## src/source/sof_board_pkg.sv

```systemverilog
package sof_board_pkg;

	localparam int SWITCH_BITS = 8;
	localparam int LED_BITS    = 8;

	typedef struct packed {
		logic left;
		logic right;
		logic up;
		logic down;
	} btn_t;

	localparam int BTN_BITS   = $bits(btn_t);
	localparam int INPUT_BITS = SWITCH_BITS + BTN_BITS;

	// word offsets in the board slot
	typedef enum logic [5:0] {
		REG_SWITCH   = 6'd0,
		REG_LED      = 6'd1,
		REG_BTN      = 6'd2,
		REG_IRQ_PEND = 6'd3,
		REG_IRQ_EN   = 6'd4
	} board_reg_e;

	// input must hold this many clk_cpu cycles before it is taken
	localparam int DEBOUNCE_CYCLES   = 8;
	localparam int DEBOUNCE_CNT_BITS = $clog2(DEBOUNCE_CYCLES);

	localparam int RST_STRETCH = 16;

endpackage

```

## src/source/sof_bus_pkg.sv

```systemverilog
package sof_bus_pkg;

	// device space and slot geometry, in bytes
	localparam int DEV_ADDR_BITS  = 16;
	localparam int SLOT_ADDR_BITS = 8;
	localparam int DATA_BITS      = 32;
	localparam int SEL_BITS       = DATA_BITS / 8;

	localparam int WORD_ADDR_BITS = DEV_ADDR_BITS - 2;
	localparam int OFFSET_BITS    = SLOT_ADDR_BITS - 2;
	localparam int SLOT_BITS      = DEV_ADDR_BITS - SLOT_ADDR_BITS;

	// slot number, top address bits
	typedef enum logic [SLOT_BITS-1:0] {
		SLOT_VGA   = 8'd1,
		SLOT_BOARD = 8'd2,
		SLOT_KBD   = 8'd3,
		SLOT_SPI   = 8'd5,
		SLOT_UART  = 8'd6
	} dev_slot_e;

	typedef struct packed {
		logic                      cyc;
		logic                      stb;
		logic [WORD_ADDR_BITS-1:0] addr;
		logic [SEL_BITS-1:0]       sel;
		logic                      we;
		logic [DATA_BITS-1:0]      data;
	} dev_req_t;

	typedef struct packed {
		logic [DATA_BITS-1:0] data;
		logic                 ack;
	} dev_rsp_t;

	// one peripheral's view, word offset inside its slot
	typedef struct packed {
		logic                   cs;
		logic [OFFSET_BITS-1:0] offset;
		logic [SEL_BITS-1:0]    sel;
		logic                   we;
		logic [DATA_BITS-1:0]   data;
	} periph_req_t;

endpackage

```

## src/source/board_input.sv

```systemverilog
`timescale 1ns/10ps

module board_input import sof_board_pkg::*; (
	input  logic                   clk_cpu,
	input  logic                   rst_n_i,
	input  logic [SWITCH_BITS-1:0] switch_i,
	input  btn_t                   btn_i,
	output logic [SWITCH_BITS-1:0] sw_stable_o,
	output btn_t                   btn_stable_o,
	output btn_t                   btn_press_o
);

	logic [INPUT_BITS-1:0]                         meta_q;
	logic [INPUT_BITS-1:0]                         sync_q;
	logic [INPUT_BITS-1:0]                         stable_q;
	logic [INPUT_BITS-1:0][DEBOUNCE_CNT_BITS-1:0] cnt_q;
	btn_t                                          btn_last_q;

	always_ff @(posedge clk_cpu or negedge rst_n_i) begin
		if (!rst_n_i) begin
			meta_q <= '0;
			sync_q <= '0;
		end else begin
			meta_q <= {btn_i, switch_i};
			sync_q <= meta_q;
		end
	end

	// count how long each synced bit has differed from its stable level
	always_ff @(posedge clk_cpu or negedge rst_n_i) begin
		if (!rst_n_i) begin
			stable_q <= '0;
			cnt_q    <= '0;
		end else begin
			for (int i = 0; i < INPUT_BITS; i++) begin
				if (sync_q[i] == stable_q[i]) begin
					cnt_q[i] <= '0;
				end else if (cnt_q[i] == DEBOUNCE_CNT_BITS'(DEBOUNCE_CYCLES - 1)) begin
					stable_q[i] <= sync_q[i];
					cnt_q[i]    <= '0;
				end else begin
					cnt_q[i] <= cnt_q[i] + 1'b1;
				end
			end
		end
	end

	assign sw_stable_o  = stable_q[SWITCH_BITS-1:0];
	assign btn_stable_o = btn_t'(stable_q[INPUT_BITS-1 -: BTN_BITS]);

	// rising edge of the debounced buttons
	always_ff @(posedge clk_cpu or negedge rst_n_i) begin
		if (!rst_n_i) begin
			btn_last_q  <= '0;
			btn_press_o <= '0;
		end else begin
			btn_last_q  <= btn_stable_o;
			btn_press_o <= btn_t'(btn_stable_o & ~btn_last_q);
		end
	end

endmodule

```

## src/source/board_regs.sv

```systemverilog
`timescale 1ns/10ps

module board_regs import sof_bus_pkg::*, sof_board_pkg::*; (
	input  logic                   clk_cpu,
	input  logic                   rst_n_i,
	input  logic                   sys_rst_i,
	input  periph_req_t            req_i,
	output dev_rsp_t               rsp_o,
	input  logic [SWITCH_BITS-1:0] sw_stable_i,
	input  btn_t                   btn_stable_i,
	input  btn_t                   btn_press_i,
	output logic [LED_BITS-1:0]    led_o,
	output logic                   irq_o
);

	board_reg_e            reg_sel;
	logic                  ack_q;
	logic                  wr_en;
	logic [DATA_BITS-1:0]  rdata_d;
	logic [DATA_BITS-1:0]  rdata_q;
	logic [BTN_BITS-1:0]   irq_pend_q;
	logic [BTN_BITS-1:0]   irq_en_q;
	logic [BTN_BITS-1:0]   pend_clr;

	assign reg_sel = board_reg_e'(req_i.offset);

	// only byte lane 0 is writable, once per request
	assign wr_en = req_i.cs & req_i.we & req_i.sel[0] & ~ack_q;

	always_comb begin
		rdata_d = '0;
		case (reg_sel)
			REG_SWITCH:   rdata_d[SWITCH_BITS-1:0] = sw_stable_i;
			REG_LED:      rdata_d[LED_BITS-1:0] = led_o;
			REG_BTN:      rdata_d[BTN_BITS-1:0] = btn_stable_i;
			REG_IRQ_PEND: rdata_d[BTN_BITS-1:0] = irq_pend_q;
			REG_IRQ_EN:   rdata_d[BTN_BITS-1:0] = irq_en_q;
			default:      rdata_d = '0;
		endcase
	end

	always_comb begin
		pend_clr = '0;
		if (wr_en && reg_sel == REG_IRQ_PEND) begin
			pend_clr = req_i.data[BTN_BITS-1:0];
		end
	end

	always_ff @(posedge clk_cpu or negedge rst_n_i) begin
		if (!rst_n_i) begin
			ack_q   <= 1'b0;
			rdata_q <= '0;
		end else if (sys_rst_i) begin
			ack_q   <= 1'b0;
			rdata_q <= '0;
		end else begin
			ack_q   <= req_i.cs & ~ack_q;
			rdata_q <= rdata_d;
		end
	end

	assign rsp_o.data = rdata_q;
	assign rsp_o.ack  = ack_q;

	always_ff @(posedge clk_cpu or negedge rst_n_i) begin
		if (!rst_n_i) begin
			led_o      <= '0;
			irq_en_q   <= '0;
			irq_pend_q <= '0;
			irq_o      <= 1'b0;
		end else if (sys_rst_i) begin
			led_o      <= '0;
			irq_en_q   <= '0;
			irq_pend_q <= '0;
			irq_o      <= 1'b0;
		end else begin
			if (wr_en && reg_sel == REG_LED) begin
				led_o <= req_i.data[LED_BITS-1:0];
			end
			if (wr_en && reg_sel == REG_IRQ_EN) begin
				irq_en_q <= req_i.data[BTN_BITS-1:0];
			end
			// a press in the clearing cycle stays pending
			irq_pend_q <= (irq_pend_q & ~pend_clr) | btn_press_i;
			irq_o      <= |(irq_pend_q & irq_en_q);
		end
	end

	// a read of the LED register returns what the LEDs show
	led_readback: assert property (
		@(posedge clk_cpu) disable iff (!rst_n_i)
		rsp_o.ack && $past(reg_sel == REG_LED && !req_i.we)
			|-> rsp_o.data == DATA_BITS'(led_o)
	);

endmodule

```

## src/source/dev_decoder.sv

```systemverilog
`timescale 1ns/10ps

module dev_decoder import sof_bus_pkg::*; (
	input  logic        clk_cpu,
	input  logic        rst_n_i,
	input  logic        sys_rst_i,
	input  dev_req_t    bus_req_i,
	output dev_rsp_t    bus_rsp_o,
	output periph_req_t board_req_o,
	input  dev_rsp_t    board_rsp_i
);

	dev_slot_e slot;
	logic      req_active;
	logic      board_hit;
	logic      empty_hit;
	logic      empty_ack_q;

	assign req_active = bus_req_i.cyc & bus_req_i.stb;

	// top address bits pick the slot
	assign slot = dev_slot_e'(bus_req_i.addr[WORD_ADDR_BITS-1 -: SLOT_BITS]);

	always_comb begin
		board_hit = 1'b0;
		case (slot)
			SLOT_BOARD: board_hit = req_active;
			default:    board_hit = 1'b0;
		endcase
	end

	assign empty_hit = req_active & ~board_hit;

	always_comb begin
		board_req_o.cs     = board_hit;
		board_req_o.offset = bus_req_i.addr[OFFSET_BITS-1:0];
		board_req_o.sel    = bus_req_i.sel;
		board_req_o.we     = bus_req_i.we;
		board_req_o.data   = bus_req_i.data;
	end

	// unpopulated slots still get one ack so the master never stalls
	always_ff @(posedge clk_cpu or negedge rst_n_i) begin
		if (!rst_n_i) begin
			empty_ack_q <= 1'b0;
		end else if (sys_rst_i) begin
			empty_ack_q <= 1'b0;
		end else begin
			empty_ack_q <= empty_hit & ~empty_ack_q;
		end
	end

	always_comb begin
		if (empty_ack_q) begin
			bus_rsp_o.data = '0;
			bus_rsp_o.ack  = 1'b1;
		end else begin
			bus_rsp_o = board_rsp_i;
		end
	end

	// no ack, from either source, without a request one cycle before
	ack_follows_req: assert property (
		@(posedge clk_cpu) disable iff (!rst_n_i)
		bus_rsp_o.ack |-> $past(req_active)
	);

endmodule

```

## src/source/rst_seq.sv

```systemverilog
`timescale 1ns/10ps

module rst_seq import sof_board_pkg::*; (
	input  logic clk_cpu,
	input  logic rst_n_i,
	input  logic pll_locked_i,
	input  logic rst_btn_i,
	output logic sys_rst_o
);

	logic                   rst_req;
	logic [RST_STRETCH-1:0] stretch_q;

	assign rst_req = rst_btn_i | ~pll_locked_i;

	always_ff @(posedge clk_cpu or negedge rst_n_i) begin
		if (!rst_n_i) begin
			stretch_q <= '1;
		end else begin
			stretch_q <= {stretch_q[RST_STRETCH-2:0], rst_req};
		end
	end

	// held while any request bit is still in the shift register
	assign sys_rst_o = |stretch_q;

	// a reset request keeps the system in reset for the whole stretch
	stretch_holds: assert property (
		@(posedge clk_cpu) disable iff (!rst_n_i)
		rst_req |=> sys_rst_o [*RST_STRETCH]
	);

endmodule

```

## src/source/sof_dev_top.sv

```systemverilog
`timescale 1ns/10ps

module sof_dev_top import sof_bus_pkg::*, sof_board_pkg::*; (
	input  logic                   clk_cpu,
	input  logic                   rst_n_i,
	input  logic                   pll_locked_i,
	input  logic                   rst_btn_i,
	input  dev_req_t               bus_req_i,
	output dev_rsp_t               bus_rsp_o,
	input  logic [SWITCH_BITS-1:0] switch_i,
	input  btn_t                   btn_i,
	output logic [LED_BITS-1:0]    led_o,
	output logic                   irq_o,
	output logic                   sys_rst_o
);

	logic                   sys_rst;
	periph_req_t            board_req;
	dev_rsp_t               board_rsp;
	logic [SWITCH_BITS-1:0] sw_stable;
	btn_t                   btn_stable;
	btn_t                   btn_press;

	assign sys_rst_o = sys_rst;

	rst_seq u_rst_seq (
		.clk_cpu      (clk_cpu),
		.rst_n_i      (rst_n_i),
		.pll_locked_i (pll_locked_i),
		.rst_btn_i    (rst_btn_i),
		.sys_rst_o    (sys_rst)
	);

	dev_decoder u_dev_decoder (
		.clk_cpu     (clk_cpu),
		.rst_n_i     (rst_n_i),
		.sys_rst_i   (sys_rst),
		.bus_req_i   (bus_req_i),
		.bus_rsp_o   (bus_rsp_o),
		.board_req_o (board_req),
		.board_rsp_i (board_rsp)
	);

	// debouncers run free of the system reset
	board_input u_board_input (
		.clk_cpu      (clk_cpu),
		.rst_n_i      (rst_n_i),
		.switch_i     (switch_i),
		.btn_i        (btn_i),
		.sw_stable_o  (sw_stable),
		.btn_stable_o (btn_stable),
		.btn_press_o  (btn_press)
	);

	board_regs u_board_regs (
		.clk_cpu      (clk_cpu),
		.rst_n_i      (rst_n_i),
		.sys_rst_i    (sys_rst),
		.req_i        (board_req),
		.rsp_o        (board_rsp),
		.sw_stable_i  (sw_stable),
		.btn_stable_i (btn_stable),
		.btn_press_i  (btn_press),
		.led_o        (led_o),
		.irq_o        (irq_o)
	);

endmodule
```

## config.mk

```make
export PLATFORM = sky130hd
export DESIGN_NAME = sof_dev_top
export DESIGN_NICKNAME = d
export VERILOG_FILES = /design/src/source/sof_board_pkg.sv /design/src/source/sof_bus_pkg.sv /design/src/source/board_input.sv /design/src/source/board_regs.sv /design/src/source/dev_decoder.sv /design/src/source/rst_seq.sv /design/src/source/sof_dev_top.sv
export SDC_FILE = /design/constraint.sdc
export NUM_CORES = 1
export LEC_CHECK = 0
export ABC_CLOCK_PERIOD_IN_PS = 4520
export BUFFER_PORTS_ARGS = -buffer_cell sky130_fd_sc_hd__buf_2
export CORE_ASPECT_RATIO = 0.9
export CORE_UTILIZATION = 57
export CTS_CLUSTER_SIZE = 40
export DETAILED_ROUTE_END_ITERATION = 6
export PLACE_DENSITY_LB_ADDON = 0.15
export SYNTH_ARGS = -nofsm -noshare
export SYNTH_HDL_FRONTEND = slang
export SYNTH_SLANG_ARGS = --single-unit
```

## constraint.sdc

```tcl
create_clock -name clk_cpu -period 4.52 [get_ports clk_cpu]
set_input_delay 0.226 -clock clk_cpu [delete_from_list [all_inputs] [get_ports clk_cpu]]
set_output_delay 0.226 -clock clk_cpu [all_outputs]
set_load 0.05 [all_outputs]
```

Yosys cells after proc, flatten, opt, wreduce, memory -nomap -nowiden
Cells that the tools add are included.
- flip-flop bits (word level): 123
- bits in latches: 0
- RAM bits: 0
- bits in read-only memories: 0
- input bits: 69
- logic and storage cells: 171
- memories: 0
- add/sub/neg operators: 12
- multipliers: 0
- divide/modulo/power cells: 0
- $lt $le $gt $ge: 0
- eq/ne operators: 29
- shifts and indexed selects: 0
- multiplexer cells: 38
- bitwise operators: 30
- reductions and logical operators: 20
- operators with widths (kind ; count):
    3-bit two-way mux ; 24
    3-bit by 1-bit adder with 3-bit output, second input constant ; 12
    3-bit == test, second input constant ; 12
    8-bit two-way mux ; 3
    2-bit AND reduction ; 12
    4-bit case mux with 5 select lines ; 1
    4-bit two-way mux ; 4
    1-bit inverter ; 16
    16-bit OR reduction ; 1
    4-bit AND ; 3
    1-bit == test ; 12
    6-bit by 2-bit == test with 1-bit output, second input constant ; 2
    9-bit two-way mux ; 1
    8-bit by 2-bit == test with 1-bit output, second input constant ; 1
    4-bit inverter ; 2
    4-bit case mux with 2 select lines ; 1
    1-bit AND ; 7
    6-bit by 1-bit == test with 1-bit output, second input constant ; 1
    6-bit by 3-bit == test with 1-bit output, second input constant ; 1
    6-bit zero test ; 1
    1-bit two-way mux ; 4
    4-bit bitwise OR ; 1
    2-bit nonzero test ; 2
    4-bit OR reduction ; 1
    2 further kinds ; 4

Logic depth before layout (Yosys ltp)
Gate-level depths: netlist of the first run.
- depth in word-level cells: 11
- depth in mapped cells: 6

By module
From an unflattened synthesis of the first run, not the netlist that was laid out.
- cells, all modules: 418
- area total of the unflattened synthesis: 5502.8 µm²
- modules (own cells, without submodules) (module ; times used ; cells each ; area each (µm²)):
    board_input ; 1 ; 168 ; 2855.2
    board_regs ; 1 ; 142 ; 1537.7
    dev_decoder ; 1 ; 86 ; 651.9
    rst_seq ; 1 ; 22 ; 457.9

Worst setup path after synthesis of the first run
OpenSTA, ideal clock, no wires.
- path kind: input -> register
- from: input port bus_req_i[50] (netlist name)
- to: register u_board_regs.irq_pend_q[1]
- arrival: 1.719 ns
- slack: 2.635 ns
- stages: 6
- path through: or4_4 -> or4_4 -> buf_6 -> buf_6 -> o21ai_1 -> a21oi_1
- longest elaborated chain between the ends: 11
- RTL lines (element ; RTL line ; text):
    start: declaration ; sof_dev_top.sv:8 ; input dev_req_t bus_req_i,
    8-bit by 2-bit == test with 1-bit output ; dev_decoder.sv:26 ; case (slot)
    1-bit two-way mux ; dev_decoder.sv:26 ;
    1-bit AND (3 in series) ; board_regs.sv:28 ; assign wr_en = req_i.cs & req_i.we & req_i.sel[0] & ~ack_q;
    1-bit logical AND ; board_regs.sv:44 ; if (wr_en && reg_sel == REG_IRQ_PEND) begin
    4-bit two-way mux ; board_regs.sv:44 ;
    4-bit inverter ; board_regs.sv:84 ; irq_pend_q <= (irq_pend_q & ~pend_clr) | btn_press_i;
    4-bit AND ; board_regs.sv:84 ;
    4-bit bitwise OR ; board_regs.sv:84 ;
    4-bit two-way mux ; board_regs.sv:71 ; end else if (sys_rst_i) begin
    end signal: assignment ; board_regs.sv:84 ;
    end: declaration ; board_regs.sv:21 ; logic [BTN_BITS-1:0] irq_pend_q;
Every way passes these cells.
A chain may end at the register's enable or synchronous reset.

Worst setup path after layout of the first run
- from: input port bus_req_i[47] (netlist name)
- to: register u_board_regs.ack_q
- longest elaborated chain between the ends: 4
- RTL lines (element ; RTL line ; text):
    8-bit by 2-bit == test with 1-bit output ; dev_decoder.sv:26 ;
    1-bit two-way mux ; dev_decoder.sv:26 ;
    1-bit AND ; board_regs.sv:57 ; ack_q <= req_i.cs & ~ack_q;
    1-bit two-way mux ; board_regs.sv:53 ; end else if (sys_rst_i) begin
    end signal: assignment ; board_regs.sv:57 ;
    end: declaration ; board_regs.sv:17 ; logic ack_q;
Every way passes these cells.

==> results.md, run 1 <==
- Outcome: completed
- Wire per inst: 14.82 um
- Dpl cells: 519
- RSZ-0062 raised after global routing: no
- Vias per cell: 5.269
- Leak: 2.892 nW
- Pwr Total: 3.142 mW
- Antenna violations before repair: 0
- Most common flop cell mapped by yosys: dfrtp_1
- Ys async rst share: 1.000
- Commonest cells post-synth: dfrtp_1 (107), buf_4 (24), ha_1 (24)
- R2r setup slk: 2.23 ns
- Die area: 8911 sq um
- Clk_skew: 0.007772 ns
- WL final: 8536 um
- Share of layout cells above drive strength 1: 0.2683
- CP Class: input port to flop
- Largest net degree at the start of global routing: 75
- Slew headroom: 0.2737
- TritonCTS clock tree: built
- Crit-path slowest cell: dlygate4sd3_1
- GRT Total Usage: 0.2098
- Sequential area share after synthesis: 0.6367
- Register area: 3098 sq um
- Number of max-cap violations: 0
- Clk_lat worst skew: 0.50 ns
- Post-CTS sizing: 0
- Max incr delay on CP: 0.59 ns
- Vias: 3035
- Clock sink count: 123
- Max clock buf depth: 2
- Root cell of the clock tree: clkbuf_8
- Finish-stage setup viols: 0
- Layout area overhead: 23.12%
- Initial Utilization: 0.5974
- Fmax: 431.7 MHz
- Number of library cell types mapped by synthesis: 36
- H-tree depth: 4
- Count leader, synth: dfrtp_1
- Worst Max-Slew Pin Slew: 1.080 ns
- Crit path launch type: input port
- CP Capture Type: flop
- Synth Warn #: 0
- Worst Hold Class: input port to flop
- Most frequent cell on the critical path: dlygate4sd3_1
- Synth Register Bits: 123
- Post-synthesis cell area: 4866 sq um
- Placer Congestion: 0.8409
- Die Y: 89.66 um
- Post-synth top area cell: dfrtp_1
- Setup TNS: 0 ns
- TritonCTS Buffers: 17
- First-pass GRT wire length: 13930 um
- Row cnt: 31
- Io pins: 112
- EDFF count, synth: 0
- Final core occ: 0.7355
- IO Port Bufs: 60
- Total Nets Final: 557
- Count of final hold-check violations: 0
- Buffers and inverters on the worst path: 4
- PD cells: 524.5 nW/um^2
- Final Critical Period: 2.317 ns
- Grt ovf: 0
- Req. time, crit path: 4.95 ns
- Fin. max-slew vios: 0
- Final worst slack: 2.203 ns
- Synth area leaders: dfrtp_1 (55%), dfstp_2 (8.6%), ha_1 (6.2%)
- Crit path cell chain: dlygate4sd3_1, buf_2, or4_4, dlygate4sd3_1, nor4_1, dlygate4sd3_1
- Delay-heaviest family, CP: buffers and inverters
- First-pass detailed-route iteration total: 7
- Post-detailed-route count of antenna-violating nets: 0
- Fin cells: 576
- Core area: 8145 sq um
- Fill cell count: 541
- Worst VDD drop: 0.0003985 V
- Vias in the first global route: 2971
- Max FO, Critical Path: 4
- # DRC: 0
- Multi-input combinational cell area: 1609 sq um
- Cell count after synthesis: 367
- Dpl ws: 2.517 ns
- DRT iter0 DRCs: 184
- Die width: 99.39 um
- Clock-pin slew on the worst setup and hold paths: 0.05 ns
- Crit share post-route: 0.5125
- Syn Area/Cell: 13.26 sq um
- Top-area cell type share of the netlist area: 0.5503
- Data arrival, critical path: 2.75 ns
- Hpwl dp: 5378 um
- Antenna cells: 0
## flip-flops by register name, summed over array words and instances, names as in the netlist
register                   flops
u_board_input.cnt_q           36
u_rst_seq.stretch_q           16
u_board_input.meta_q          12
u_board_input.stable_q        12
u_board_input.sync_q          12
u_board_regs.led_o             8
u_board_regs.rdata_q           8
u_board_input.btn_last_q       4
u_board_input.btn_press_o      4
u_board_regs.irq_en_q          4
u_board_regs.irq_pend_q        4
u_board_regs.ack_q             1
u_board_regs.irq_o             1
u_dev_decoder.empty_ack_q      1
## worst reg2reg max path: cells and delay by family (launching register included)
family	cells	cell delay (ns)
buf+inv	2	0.84
flops	1	0.37
simple gates	4	1.01
## area by class of cell
class                      instances  area share
inverter                           4    0.002506
clock inverter                    11     0.02005
timing repair buffer              88     0.09607
tap                               99     0.02068
clock buffer                      21     0.07498
sequential                       123      0.5171
multi-input combinational        230      0.2686
## worst paths after layout
kind / cells after the start / endpoint / startpoint
max: 6 / u_board_regs.ack_q$_DFF_PN0_ / bus_req_i[47]
min: 3 / u_board_regs.irq_en_q[0]$_DFFE_PN0P_ / bus_req_i[0]
max reg2reg: 6 / u_board_regs.ack_q$_DFF_PN0_ / u_rst_seq.stretch_q[3]$_DFF_PN1_
min reg2reg: 0 / u_board_input.sync_q[7]$_DFF_PN0_ / u_board_input.meta_q[7]$_DFF_PN0_
max in group asynchronous: 3 / u_board_input.stable_q[9]$_DFFE_PN0P_ / rst_n_i
min in group asynchronous: 2 / u_board_input.cnt_q[21]$_DFF_PN0_ / rst_n_i
## per-stage QoR
| step | hold slack, ns | instance area [sq um] |
|---|---|---|
| 5_1_grt | 0.01478 | 5991 |
| 3_5_place_dp | 0.3347 | 5171 |
| 2_1_floorplan | -0.06959 | 4952 |
| 3_3_place_gp | 0.3322 | 5171 |
| 4_1_cts | 0.00008366 | 5981 |
| 6_report | 0.01599 | 5991 |
## logic make-up after synthesis
kind of cell	after synthesis	share of synthesized area
AOI/OAI and AO/OA	47	0.05220
buffers and inverters	37	0.05040
DFF	123	0.6367
other	1	0.0007707
muxes	20	0.04423
xor gates and xnor gates	12	0.02160
and+or+nand+nor	103	0.1324
adders and majority gates	24	0.06171
## routing by layer
metal / vias to the layer above / track usage / routed length [um]
met1: 1488 / 0.2581 / 3807
met5: - / 0 / 0
met3: 7 / 0.06269 / 438
met4: 0 / 0.07353 / 48
met2: 101 / 0.3605 / 4242
li1: 1439 / - / -
## report_power, final
| part | switching, mW | total, mW | internal, mW |
|---|---|---|---|
| logic | 0.218 | 0.438 | 0.221 |
| registers | 0.118 | 1.44 | 1.32 |
| clock network | 0.454 | 1.26 | 0.809 |
| total | 0.790 | 3.14 | 2.35 |
## what timing repair did
item	4_1_cts	5_1_grt
buffers inserted	0	0
setup endpoints to repair	0	0
hold endpoints to repair	77	1
hold buffers	24	1
## layout by cell type (no fill, tap or decap), types with 2 or more instances in the layout
| cell | instances |
|---|---|
| dfrtp_1 | 107 |
| buf_2 | 59 |
| dlygate4sd3_1 | 25 |
| ha_1 | 24 |
| conb_1 | 24 |
| a21oi_1 | 21 |
| nor2b_1 | 20 |
| clkbuf_16 | 16 |
| dfstp_2 | 16 |
| nand4_1 | 14 |
| and2_1 | 14 |
| nor3b_1 | 12 |
| mux2_2 | 12 |
| o21ai_0 | 10 |
| nor2_1 | 10 |
| o21ai_1 | 9 |
| nor4_1 | 8 |
| mux2i_1 | 8 |
| nor3_1 | 8 |
| xnor2_1 | 7 |
| a22oi_1 | 6 |
| xor2_1 | 5 |
| inv_1 | 4 |
| nand3_1 | 4 |
| clkinv_2 | 4 |
| buf_4 | 4 |
| clkbuf_8 | 3 |
| clkinvlp_4 | 3 |
| or4_4 | 2 |
| nand2b_1 | 2 |
| or2_2 | 2 |
| nand3b_1 | 2 |
| bufinv_16 | 2 |
| clkinv_4 | 2 |
| clkbuf_1 | 2 |
Power figures use the tool's default switching activity.
==> run 2, diff against run 1 <==
Settings changed: ABC_CLOCK_PERIOD_IN_PS 4520 to 2400, CORE_UTILIZATION 57 to 53.
Clock period 4.52 ns to 2.4 ns, I/O delays scaled along.
==> results.md, run 2 (synthesis results as in run 1) <==
- Clock power share: 0.409 (+0.007)
- Initial Utilization: 0.5575 (-0.03991)
- Sequential power share: 0.452 (-0.006)
- Count of final hold-check violations: 0 (unchanged)
- Crit path cell chain: dlygate4sd3_1, buf_2, or4_4, dlygate4sd3_1, nor4_1, dlygate4sd3_1
- Number of max-cap violations: 0 (unchanged)
- Io pins: 112 (unchanged)
- PD cells: 983.6 nW/um^2 (+88%)
- First-pass detailed-route iteration total: 6 (-1)
- Max clock buf depth: 2 (unchanged)
- Finish-stage setup viols: 0 (unchanged)
- Dpl ws: 0.5313 ns (-1.986 ns)
- Switching power total: 1.460 mW (+85%)
- Max FFs per register: 36 (unchanged)
- Vias per cell: 5.166 (-2.0%)
- Clock sink count: 123 (unchanged)
- Fin. max-slew vios: 0 (unchanged)
- WL final: 8716 um (+2.1%)
- Most frequent cells in the layout: dfrtp_1 (107), buf_2 (59), dlygate4sd3_1 (28), ha_1 (24), conb_1 (24)
- Vias: 3120 (+2.8%)
- Antenna cells: 0 (unchanged)
- IO Port Bufs: 60 (unchanged)
- Placer Congestion: 0.8840 (+5.1%)
- Clk_skew: 0.009663 ns (+0.001891 ns)
- Post-CTS sizing: 0 (unchanged)
- Die area: 9569 sq um (+7.4%)
- Setup Buffers After CTS: 0 (unchanged)
- # DRC: 0 (unchanged)
- CP Capture Type: flop
- H-tree depth: 4 (unchanged)
- Final worst slack: 0.2052 ns (-1.998 ns)
- Post-DP Area: 5246 sq um (+1.5%)
- Layout area overhead: 25.53%
- Fmax: 455.6 MHz
- Sw frac: 0.2430 (-0.008410)
- Worst Max-Slew Pin Slew: 0.5678 ns (-0.5117 ns)
- Max incr delay on CP: 0.58 ns (about the same)
- Data arrival, critical path: 2.62 ns (-0.13 ns)
- Setup TNS: 0 ns (unchanged)
- Grt ovf: 0 (unchanged)
- Die Y: 92.90 um (+3.6%)
- Die width: 103 um (+3.6%)
- Crit path launch type: input port
- Most frequent cell on the critical path: dlygate4sd3_1
- TritonCTS Buffers: 17 (unchanged)
- TritonCTS clock tree: built
- Total Nets Final: 565 (+1.4%)
- Core area: 8728 sq um (+7.2%)
- Crit share post-route: 0.9145
- DRT iter0 DRCs: 154 (-16%)
- Post-CTS Hold Fix Bufs: 28 (+17%)
- Pwr Total: 6.008 mW (+91%)
- P_int: 4.549 mW (+93%)
- Vias in the first global route: 3166 (+6.6%)
- Crit-path slowest cell: dlygate4sd3_1
- Post-detailed-route count of antenna-violating nets: 0 (unchanged)
- Worst VDD drop: 0.0007329 V (+84%)
- Wire per inst: 14.43 um (-2.6%)
- Hpwl dp: 5620 um (+4.5%)
- First-pass GRT wire length: 14790 um (+6.2%)
- Slew headroom: 0.6214 (+0.3477)
- RSZ-0062 raised after global routing: no
- Combinational share of power: 0.139 (about the same)
- Clk_lat worst skew: 0.50 ns (about the same)
- Leak: 2.931 nW (+1.4%)
- Antenna violations before repair: 0 (unchanged)
- Largest net degree at the start of global routing: 45 (-40%)
- Dpl cells: 544 (+4.8%)
- Max FO, Critical Path: 4 (unchanged)
- Commonest non-fill, non-tap cell in the layout: dfrtp_1
- Worst Hold Class: input port to flop
- Root cell of the clock tree: clkbuf_8
- Row cnt: 32 (+3.2%)
- CP Class: input port to flop
- Final Critical Period: 2.195 ns
- GRT Total Usage: 0.2078 (-0.001946)
- Top flop regs: u_board_input.cnt_q (36), u_rst_seq.stretch_q (16)
- Outcome: completed
- Fill cell count: 619 (+14%)
- Largest Register: u_board_input.cnt_q
- Fin cells: 604 (+4.9%)
- R2r setup slk: 0.22 ns (-2.01 ns)
- Share of layout cells above drive strength 1: 0.2660 (-0.002364)
- Req. time, crit path: 2.82 ns (-2.13 ns)
- Final Cell Area: 6108 sq um (+2.0%)
- Clock-pin slew on the worst setup and hold paths: 0.05 ns (about the same)
run 2: worst max-delay path: cells and delay by family:
family | cells | cell delay, ns
AND/OR/NAND/NOR | 2 | 0.68
buffers and inverters | 4 | 1.82
run 2: final cells by class:
type | count | area, sq um | share of cell area
Clock inverter | 7 | 117.6 | 0.01925
Timing Repair Buffer | 96 | 655.6 | 0.1073
Inverter | 4 | 15.01 | 0.002458
Clock buffer | 25 | 464.2 | 0.07599
Sequential cell | 123 | 3098 | 0.5072
Multi-Input combinational cell | 230 | 1609 | 0.2634
Tap cell | 119 | 148.9 | 0.02438
run 2: layer usage:
layer  up-vias  GRT usage  wire length, um
met2       111     0.3367             4309
li1       1450          -                -
met1      1550     0.2657             3828
met4         0    0.07042              102
met3         9    0.06264              477
met5         -          0                0
run 2: power groups by stage:
stage / Sequential (mW) / Combinational [mW] / Clock (mW)
2_1_floorplan: 2.68 / 0.642 / 0
3_3_place_gp: 2.73 / 0.760 / 0
3_5_place_dp: 2.75 / 0.798 / 0
4_1_cts: 2.72 / 0.852 / 2.52
5_1_grt: 2.77 / 0.983 / 2.62
6_report: 2.72 / 0.834 / 2.46
run 2: through the flow:
stage | utilization | hold WS [ns]
after global placement | 0.6011 | 0.1396
after detailed placement | 0.6011 | 0.1441
final | 0.6998 | 0.06620
after floorplan | - | -0.1756
after global routing | 0.6998 | 0.07300
after CTS | 0.6998 | 0.05415
run 2: worst paths after layout:
check / start / to / depth (start not counted)
max: bus_req_i[47] / u_board_regs.ack_q$_DFF_PN0_ / 6
min in group asynchronous: rst_n_i / u_board_regs.rdata_q[0]$_DFF_PN0_ / 2
max reg2reg: u_rst_seq.stretch_q[10]$_DFF_PN1_ / u_board_regs.ack_q$_DFF_PN0_ / 6
min reg2reg: u_board_input.meta_q[6]$_DFF_PN0_ / u_board_input.sync_q[6]$_DFF_PN0_ / 0
min: bus_req_i[48] / u_dev_decoder.empty_ack_q$_DFF_PN0_ / 4
max in group asynchronous: rst_n_i / u_board_input.btn_last_q[3]$_DFF_PN0_ / 3
